**src/include/cpu_config.svh**
```systemverilog
`ifndef CPU_CONFIG_SVH
`define CPU_CONFIG_SVH

// datapath and register file sizes
`define XLEN        32
`define REG_ADDR_W  5

// memory depths in 32-bit words
`define IMEM_DEPTH  64
`define DMEM_DEPTH  32

`define RESET_PC    0

// ecall halts when this register holds the code
`define HALT_REG    17
`define HALT_CODE   10

`endif

```
**src/logic/pipe_ctrl_pkg.sv**
```systemverilog
package pipe_ctrl_pkg;

  // operations the execute stage can perform
  typedef enum logic [2:0] {
    ADD,
    SUB,
    AND,
    OR,
    XOR,
    SLT
  } alu_op_e;

  // where an execute operand comes from
  typedef enum logic [1:0] {
    REGFILE,   // value read in decode
    FROM_MEM,  // execute/memory register
    FROM_WB    // memory/writeback register
  } fwd_sel_e;

endpackage

```
**src/logic/rv_isa_pkg.sv**
```systemverilog
`include "cpu_config.svh"

package rv_isa_pkg;

  typedef logic [`XLEN-1:0] word_t;
  typedef logic [31:0] inst_t;              // rv32 encoding is fixed width
  typedef logic [`REG_ADDR_W-1:0] reg_idx_t;
  typedef logic [2:0] funct3_t;
  typedef logic [6:0] funct7_t;

  // base opcodes of the supported subset
  typedef enum logic [6:0] {
    OP     = 7'b0110011,
    OP_IMM = 7'b0010011,
    LOAD   = 7'b0000011,
    STORE  = 7'b0100011,
    BRANCH = 7'b1100011,
    JAL    = 7'b1101111,
    SYSTEM = 7'b1110011
  } opcode_e;

  localparam funct3_t F3_ADD_SUB = 3'b000;  // also addi
  localparam funct3_t F3_SLT     = 3'b010;
  localparam funct3_t F3_XOR     = 3'b100;
  localparam funct3_t F3_OR      = 3'b110;
  localparam funct3_t F3_AND     = 3'b111;
  localparam funct3_t F3_LW      = 3'b010;
  localparam funct3_t F3_SW      = 3'b010;
  localparam funct3_t F3_BEQ     = 3'b000;
  localparam funct3_t F3_BNE     = 3'b001;
  localparam funct3_t F3_ECALL   = 3'b000;

  localparam funct7_t F7_BASE    = 7'b0000000;
  localparam funct7_t F7_SUB     = 7'b0100000;

  localparam inst_t ECALL_INST   = 32'h0000_0073;
  localparam inst_t NOP_INST     = 32'h0000_0013;  // addi x0, x0, 0

endpackage

```
**src/logic/decode_stage.sv**
```systemverilog
`include "cpu_config.svh"

module decode_stage (
  input  logic                   clk,
  input  logic                   reset,
  input  rv_isa_pkg::inst_t      fd_inst,
  input  rv_isa_pkg::word_t      fd_pc,
  input  logic                   fd_valid,
  input  logic                   redirect,
  input  logic                   wb_valid,
  input  rv_isa_pkg::reg_idx_t   wb_rd,
  input  rv_isa_pkg::word_t      wb_data,
  output logic                   stall,
  output logic                   de_valid,
  output logic                   de_reg_write,
  output logic                   de_mem_read,
  output logic                   de_mem_write,
  output logic                   de_alu_src,
  output logic                   de_branch,
  output logic                   de_bne,
  output logic                   de_jal,
  output pipe_ctrl_pkg::alu_op_e de_alu_op,
  output rv_isa_pkg::reg_idx_t   de_rs1,
  output rv_isa_pkg::reg_idx_t   de_rs2,
  output rv_isa_pkg::word_t      de_rs1_data,
  output rv_isa_pkg::word_t      de_rs2_data,
  output rv_isa_pkg::word_t      de_imm,
  output rv_isa_pkg::word_t      de_pc,
  output rv_isa_pkg::reg_idx_t   de_rd,
  output logic                   de_halt
);

  rv_isa_pkg::opcode_e    opcode;
  rv_isa_pkg::funct3_t    funct3;
  rv_isa_pkg::reg_idx_t   rs1;
  rv_isa_pkg::reg_idx_t   rs2;
  rv_isa_pkg::word_t      rs1_data;
  rv_isa_pkg::word_t      rs2_data;
  rv_isa_pkg::word_t      imm;
  rv_isa_pkg::word_t      regs [2**`REG_ADDR_W];
  pipe_ctrl_pkg::alu_op_e alu_op;
  logic reg_write, mem_read, mem_write, alu_src;
  logic branch, bne, jal, ecall, use_rs1, use_rs2;

  assign opcode = rv_isa_pkg::opcode_e'(fd_inst[6:0]);
  assign funct3 = fd_inst[14:12];
  assign rs1    = ecall ? rv_isa_pkg::reg_idx_t'(`HALT_REG) : fd_inst[19:15];
  assign rs2    = fd_inst[24:20];

  always_comb begin
    {reg_write, mem_read, mem_write, alu_src} = 4'b0;
    {branch, bne, jal, ecall, use_rs1, use_rs2} = 6'b0;
    alu_op = pipe_ctrl_pkg::ADD;
    imm = {{20{fd_inst[31]}}, fd_inst[31:20]};               // I type
    case (opcode)
      rv_isa_pkg::OP, rv_isa_pkg::OP_IMM: begin
        reg_write = 1'b1;
        use_rs1   = 1'b1;
        use_rs2   = (opcode == rv_isa_pkg::OP);
        alu_src   = (opcode == rv_isa_pkg::OP_IMM);
        if (funct3 == rv_isa_pkg::F3_SLT) alu_op = pipe_ctrl_pkg::SLT;
        else if (funct3 == rv_isa_pkg::F3_XOR) alu_op = pipe_ctrl_pkg::XOR;
        else if (funct3 == rv_isa_pkg::F3_OR) alu_op = pipe_ctrl_pkg::OR;
        else if (funct3 == rv_isa_pkg::F3_AND) alu_op = pipe_ctrl_pkg::AND;
        else if (use_rs2 && fd_inst[31:25] == rv_isa_pkg::F7_SUB) alu_op = pipe_ctrl_pkg::SUB;
      end
      rv_isa_pkg::LOAD: begin
        {reg_write, mem_read, alu_src, use_rs1} = 4'b1111;
      end
      rv_isa_pkg::STORE: begin
        {mem_write, alu_src, use_rs1, use_rs2} = 4'b1111;
        imm = {{20{fd_inst[31]}}, fd_inst[31:25], fd_inst[11:7]};
      end
      rv_isa_pkg::BRANCH: begin
        {branch, use_rs1, use_rs2} = 3'b111;
        bne = (funct3 == rv_isa_pkg::F3_BNE);
        imm = {{19{fd_inst[31]}}, fd_inst[31], fd_inst[7], fd_inst[30:25], fd_inst[11:8], 1'b0};
      end
      rv_isa_pkg::JAL: begin
        {jal, reg_write} = 2'b11;
        imm = {{11{fd_inst[31]}}, fd_inst[31], fd_inst[19:12], fd_inst[20],
               fd_inst[30:21], 1'b0};
      end
      rv_isa_pkg::SYSTEM: begin
        {ecall, use_rs1} = 2'b11;   // halt check on x17 happens in execute
      end
      default: ;                    // unknown word behaves as a nop
    endcase
  end

  // load in execute feeding this instruction costs one bubble
  assign stall = fd_valid && de_mem_read && de_rd != '0 &&
                 ((use_rs1 && rs1 == de_rd) || (use_rs2 && rs2 == de_rd));

  function automatic rv_isa_pkg::word_t reg_read(input rv_isa_pkg::reg_idx_t idx);
    if (idx == '0) return '0;
    if (wb_valid && wb_rd == idx) return wb_data;  // same cycle write bypass
    return regs[idx];
  endfunction

  always_comb begin
    rs1_data = reg_read(rs1);
    rs2_data = reg_read(rs2);
  end

  always_ff @(posedge clk) begin
    if (reset) begin
      for (int i = 0; i < 2**`REG_ADDR_W; i++) begin
        regs[i] <= '0;
      end
    end else if (wb_valid) begin    // wb_valid never carries x0
      regs[wb_rd] <= wb_data;
    end
  end

  always_ff @(posedge clk) begin
    if (reset || redirect || stall) begin
      de_valid <= 1'b0;
      {de_reg_write, de_mem_read, de_mem_write, de_alu_src} <= 4'b0;
      {de_branch, de_bne, de_jal, de_halt} <= 4'b0;
    end else begin
      de_valid     <= fd_valid;
      de_reg_write <= fd_valid & reg_write;
      de_mem_read  <= fd_valid & mem_read;
      de_mem_write <= fd_valid & mem_write;
      de_alu_src   <= alu_src;
      de_branch    <= fd_valid & branch;
      de_bne       <= bne;
      de_jal       <= fd_valid & jal;
      de_halt      <= fd_valid & ecall;
    end
    de_alu_op   <= alu_op;
    de_rs1      <= rs1;
    de_rs2      <= rs2;
    de_rs1_data <= rs1_data;
    de_rs2_data <= rs2_data;
    de_imm      <= imm;
    de_pc       <= fd_pc;
    de_rd       <= fd_inst[11:7];
  end

endmodule

```
**config.mk**
```make
export PLATFORM = sky130hd
export DESIGN_NAME = decode_stage
export DESIGN_NICKNAME = d
export VERILOG_FILES = /design/src/logic/pipe_ctrl_pkg.sv /design/src/logic/rv_isa_pkg.sv /design/src/logic/decode_stage.sv
export VERILOG_INCLUDE_DIRS = /design/src /design/src/include
export SDC_FILE = /design/constraint.sdc
export NUM_CORES = 2
export LEC_CHECK = 0
export BUFFER_PORTS_ARGS = -buffer_cell sky130_fd_sc_hd__buf_2
export CAP_MARGIN = 20
export CORE_ASPECT_RATIO = 0.75
export CORE_MARGIN = 1
export CORE_UTILIZATION = 40
export CTS_BUF_LIST = sky130_fd_sc_hd__clkbuf_4
export DETAILED_ROUTE_END_ITERATION = 8
export HOLD_SLACK_MARGIN = 0.1
export SETUP_SLACK_MARGIN = 0.15
export SLEW_MARGIN = 20
export SYNTH_ARGS = -nofsm -noshare
export SYNTH_HDL_FRONTEND = slang
export SYNTH_SLANG_ARGS = --single-unit
```
**constraint.sdc**
```tcl
create_clock -name clk -period 5.2 [get_ports clk]
set_input_delay 0.52 -clock clk [delete_from_list [all_inputs] [get_ports clk]]
set_output_delay 0.52 -clock clk [all_outputs]
set_load 0.01 [all_outputs]
```
== Word-level counts from Yosys, hierarchy flattened ==
Memories as Yosys holds them, arrays and structs flattened.
Index checks and enable logic that the tools add are counted.
W data, S select, Z words.

* Flip-flop bits (word level): 144
* RAM bits: 1,024
* Input bits: 106
* Output and inout port bits: 156
* Memories kept: 1

{| class="wikitable"
|+ Memories
! memory !! words !! bits a word !! read ports !! clocked after Yosys merged registers in !! wr ports !! RTL line !! source
|-
| regs || 32 || 32 || 2 || 0 || 32 || decode_stage.sv:40 || <nowiki>rv_isa_pkg::word_t regs [2**`REG_ADDR_W];</nowiki>
|}

* Equal/unequal tests: 17
* Multiplexer cells: 38
* Bitwise gates (word level): 8
* Reductions and logical operators: 22

{| class="wikitable"
|+ Operators by type and width
! kind !! count
|-
| $mux W32 || 9
|-
| $pmux W20 S3 || 1
|-
| $reduce_or A32 Y1 || 1
|-
| $eq A7 B6 Y1 const B || 3
|-
| $eq A7 B7 Y1 const B || 3
|-
| $eq A5 B5 Y1 || 4
|-
| $mux W1 || 20
|-
| $logic_not A5 Y1 || 2
|-
| $mux W5 || 2
|-
| $eq A3 B3 Y1 const B || 3
|-
| $logic_and A1 B1 Y1 || 8
|-
| $reduce_or A2 Y1 || 4
|-
| $eq A7 B2 Y1 const B || 1
|-
| $eq A7 B5 Y1 const B || 1
|-
| $and A1 B1 Y1 || 6
|-
| $mux W3 || 2
|-
| $reduce_or A6 Y1 || 1
|-
| $reduce_bool A5 Y1 || 1
|-
| $mux W2 || 2
|-
| $pmux W1 S2 || 2
|-
| $reduce_or A4 Y1 || 1
|-
| $eq A3 B1 Y1 const B || 1
|-
| $eq A3 B2 Y1 const B || 1
|-
| $logic_or A1 B1 Y1 || 3
|-
| other kinds (2) || 3
|}

== Longest topological paths before layout ==
* Word-level depth: 9
* Depth in mapped cells: 11
* Mapped depth without buffers: 8

== Worst setup path after synthesis ==
Ideal clock, no wire load.

* Kind: input port to output port
* Start: in fd_inst[20]
* End: out stall
* Arrival time: 2.142 ns
* Required time: 4.680 ns
* Setup slack: 2.538 ns
* Cell stages on the path: 7
* Path buffers: 3
* Cell sequence: buf_2 > buf_2 > buf_2 > xor2_1 > nor4_1 > nand4_1 > a21oi_1

* Cells in the longest elaborated chain, start to end: 4

{| class="wikitable"
|+ RTL lines
! element !! RTL line !! source
|-
| from (decl) || decode_stage.sv:6 || <nowiki>input rv_isa_pkg::inst_t fd_inst,</nowiki>
|-
| $eq A5 B5 Y1 || decode_stage.sv:93 || <nowiki>((use_rs1 && rs1 == de_rd) || (use_rs2 && rs2 == de_rd));</nowiki>
|-
| $logic_and A1 B1 Y1 || decode_stage.sv:93 ||
|-
| $logic_or A1 B1 Y1 || decode_stage.sv:93 ||
|-
| $logic_and A1 B1 Y1 || decode_stage.sv:92 || <nowiki>assign stall = fd_valid && de_mem_read && de_rd != '0 &&</nowiki>
|-
| to (decl) || decode_stage.sv:13 || <nowiki>output logic stall,</nowiki>
|}

No other way between the ends.

== Worst setup path in the final report ==
* Start: in fd_inst[6]
* End: out stall

* Cells in the longest elaborated chain, start to end: 7

{| class="wikitable"
|+ RTL lines
! element !! RTL line !! source
|-
| $eq A7 B7 Y1 || decode_stage.sv:55 || <nowiki>case (opcode)</nowiki>
|-
| $mux W1 || decode_stage.sv:55 ||
|-
| $mux W5 || decode_stage.sv:47 || <nowiki>assign rs1 = ecall ? rv_isa_pkg::reg_idx_t'(`HALT_REG) : fd_inst[19:15];</nowiki>
|-
| $eq A5 B5 Y1 || decode_stage.sv:93 ||
|-
| $logic_and A1 B1 Y1 || decode_stage.sv:93 ||
|-
| $logic_or A1 B1 Y1 * || decode_stage.sv:93 ||
|-
| $logic_and A1 B1 Y1 * || decode_stage.sv:92 ||
|}

Mark *: on every way between the ends. The rest lies on a longest branch, timed or not.

==> metrics.yaml <==
drt_iter0_drc: 6060
synthTopCellsByArea: "edfxtp_1, mux4_2, and2_1"
core_area_sq_um: 149000
grt_max_degree: 106
antenna_found_initial: 14
fin_ws_ns: 0.685
async_flop_share: 0
die_h_um: 338
crit_family: "buffers and inverters"
synth_cell_types: 63
stdcell_count: 7187
synth_nets: 4689
ir_drop_mv: 0.215
rsz0062_at_grt: "false"
drc: 0
cts.sinks: 1168
layout_worst_path_cycle_share: 0.868
nets: 5075
ys_seq_area_frac: 0.558
routabilityCongestion: 0.890
grt_pass1_vias: 43300
hp-start: "fd_inst[21]"
design_area_sq_um: 69500
hold-path-endpoint: "de_rs2[1]$_DFF_P_"
post_cts_buffers: 0
dp.cells: 6440
skew_ns: 0.118
grt_pass1_wl_mm: 312
grt-ovfl-total: 0
hold_path.class: "in2reg"
first_pass_iters: 8
cts_htree_levels: 5
yosys.area.top_type: "edfxtp_1"
synth_seq_cells: 1168
portBuffers: 261
cp_cell_sequence: "dlygate4sd3_1 > dlygate4sd3_1 > buf_2 > and3_4 > a21oi_4 > xor2_1 > nand4_1 > a21oi_1 > buf_2"
syn_area_sq_um: 60300
critPathKind: "in2out"
finalWirelength_mm: 220
cts_tree: "done"
combPwrFrac: 0.127
ant_nets: 0
required_ns: 4.68
synth_top_area_frac: 0.510
outcome: "finished clean"
vias_per_cell: 6.17
power.switching_uw: 6200
wire_per_inst_um: 30.5
ys.flop_type: "edfxtp_1"
cap_violations: 0
timing.fmax_mhz: 222
rr_worst_depth: 6
placed_area_sq_um: 63500
numCtsBuffers: 320
cts_root_buf: "clkbuf_4"
internal_power_uw: 16300
tns_ns: 0
worstSkewPairLatency_ns: 1.36
cp_max_fo: 38
drive_above_1_share: 0.258
syn_inst: 4583
clock_path_buffers: 4
min_period_ns: 4.51
row_count: 122
clkTransAtPathRegs_ns: 0.06
r2r_slack_ns: 2.60
leakage_uw: 0.0250
max_stage_delay_ns: 0.68
hpwl_mm: 129
finalSetupViolCount: 0
initial_core_util: 0.406
ys_warn_count: 0
p_seq_frac: 0.494
cp.arrival_ns: 3.99
synth.avg_cell_area_sq_um: 13.2
synth_edf_count: 1024
dpl_worst_slack_ns: 1.34
areaGrowthSynthToFinish_pct: 15.2
dieArea_sq_um: 152000
grtUsageTotal: 0.282
vias: 44400
die_w_um: 450
timing.rr.end: "de_bne$_SDFF_PP0_"
max-slew-margin-rel: 0.202
cp_slowest_cell: "and3_4"
hold_viol: 0
num_io_pins: 262
whs_path_depth: 2
worst-path-buf-inv: 4
hold_ws_ns: 0.204
cp-end-kind: "output port"
drv_slew: 0
clockPowerShare: 0.378
powerDensity_nw_per_um2: 324
worstMarginPinSlew_ns: 1.19
start_kind: "primary input"
timing.rr.start: "de_rd[3]$_DFF_P_"
swShare: 0.275
## power by group through the flow
stage / logic (uW) / clock network [uW] / registers, uW
global route: 2970 / 9110 / 11200
floorplan: 1570 / 0 / 11200
global placement: 2680 / 0 / 11300
finish: 2870 / 8520 / 11100
detailed placement: 2690 / 0 / 11300
CTS: 2820 / 8630 / 11100
## Yosys cell counts, types with 6 or more instances
master / number
mux2_2: 45
o2111ai_1: 37
buf_1: 20
o221ai_1: 35
nand3_1: 40
a22o_1: 29
nand2_1: 115
edfxtp_1: 1024
xor2_1: 10
nor2_1: 177
buf_4: 18
o21ai_0: 104
clkbuf_1: 365
o311a_1: 31
mux4_2: 322
a2bb2oi_1: 33
o31ai_1: 28
nor2b_1: 6
a21o_1: 8
buf_2: 97
or2_2: 34
dfxtp_1: 144
a211oi_1: 66
nor4_1: 34
nand2b_1: 39
mux2i_1: 214
o32ai_1: 28
nor3_1: 10
a221oi_1: 29
a31oi_1: 32
xnor2_1: 6
a221o_1: 32
a22oi_1: 8
o211ai_1: 94
a21oi_1: 97
o22ai_1: 35
and2_1: 1082
inv_1: 14
## cell usage in the layout, fill, tap and decap left out, types with 31 or more instances in the layout
cell type      count
a211oi_1          63
a21oi_1           95
a221o_1           32
a2bb2oi_1         33
a31oi_1           32
and2_1          1082
buf_2            253
buf_4             99
clkbuf_4         469
clkinv_1          48
dfxtp_1          144
dlygate4sd3_1    191
edfxtp_1        1024
mux2_2            45
mux2i_1          214
mux4_2           322
nand2_1          114
nand2b_1          38
nand3_1           38
nor2_1           143
nor2_4            32
nor4_1            34
o2111ai_1         37
o211ai_1          94
o21ai_0          103
o221ai_1          35
o22ai_1           35
o311a_1           31
or2_2             33
## cells by family after synthesis
kind of cell,count (synthesis),synth area share
muxes,581,0.164
and+or+nand+nor,1562,0.150
DFF,1168,0.558
buffers and inverters,520,0.0360
AOI/OAI and AO/OA,736,0.0895
xor gates and xnor gates,16,0.00232
## worst max-delay path by stage
stage | from | end | cells past startpoint
6_report | fd_inst[6] | stall | 9
3_3_place_gp | fd_inst[6] | de_rs1_data[19]$_SDFF_PN0_ | 8
2_1_floorplan | fd_inst[20] | stall | 7
4_1_cts | fd_inst[6] | stall | 9
5_1_grt | fd_inst[6] | stall | 9
3_5_place_dp | fd_inst[6] | de_rs1_data[19]$_SDFF_PN0_ | 8
## timing repair
item,in CTS,in global routing
hold buffers,191,0
gates resized for setup,0,0
endpoints found under the hold margin,1167,0
## worst reg2reg max path, stage by stage (launching register included)
cell	delay, ns
dfxtp_1	0.52
xor2_1	0.12
nor4_1	0.32
nand4_1	0.13
a21oi_1	0.64
nor3_1	0.13
dlygate4sd3_1	0.60
## stage by stage
step                power [uW]   util
global route             23200  0.468
global placement         14000  0.428
CTS                      22600  0.467
detailed placement       14000  0.428
floorplan                12800      -
finish                   22500  0.468
## sequential cells by signal, indices dropped and copies added (netlist names)
register      count
regs           1024
de_pc            32
de_rs1_data      32
de_rs2_data      32
de_imm           21
de_rd             5
de_rs1            5
de_rs2            5
de_alu_op         3
de_alu_src        1
de_bne            1
de_branch         1
de_halt           1
de_jal            1
de_mem_read       1
de_mem_write      1
de_reg_write      1
de_valid          1
## cell type report
type | count | area, sq um
clock buffer | 469 | 3520
fill | 13100 | 79100
multi-input combinational | 2895 | 24900
inverter | 16 | 67.6
sequential | 1168 | 33600
antenna | 12 | 30.0
tap | 1984 | 2480
timing repair buffer | 568 | 4390
clock inverter | 75 | 459
## routing by layer
metal / track usage / wire (um)
met3: 0.0738 / 26400
met1: 0.394 / 88200
met4: 0.137 / 10300
met5: 0 / 0
met2: 0.407 / 94600
Note: power is estimated with default switching activity, not from simulation.
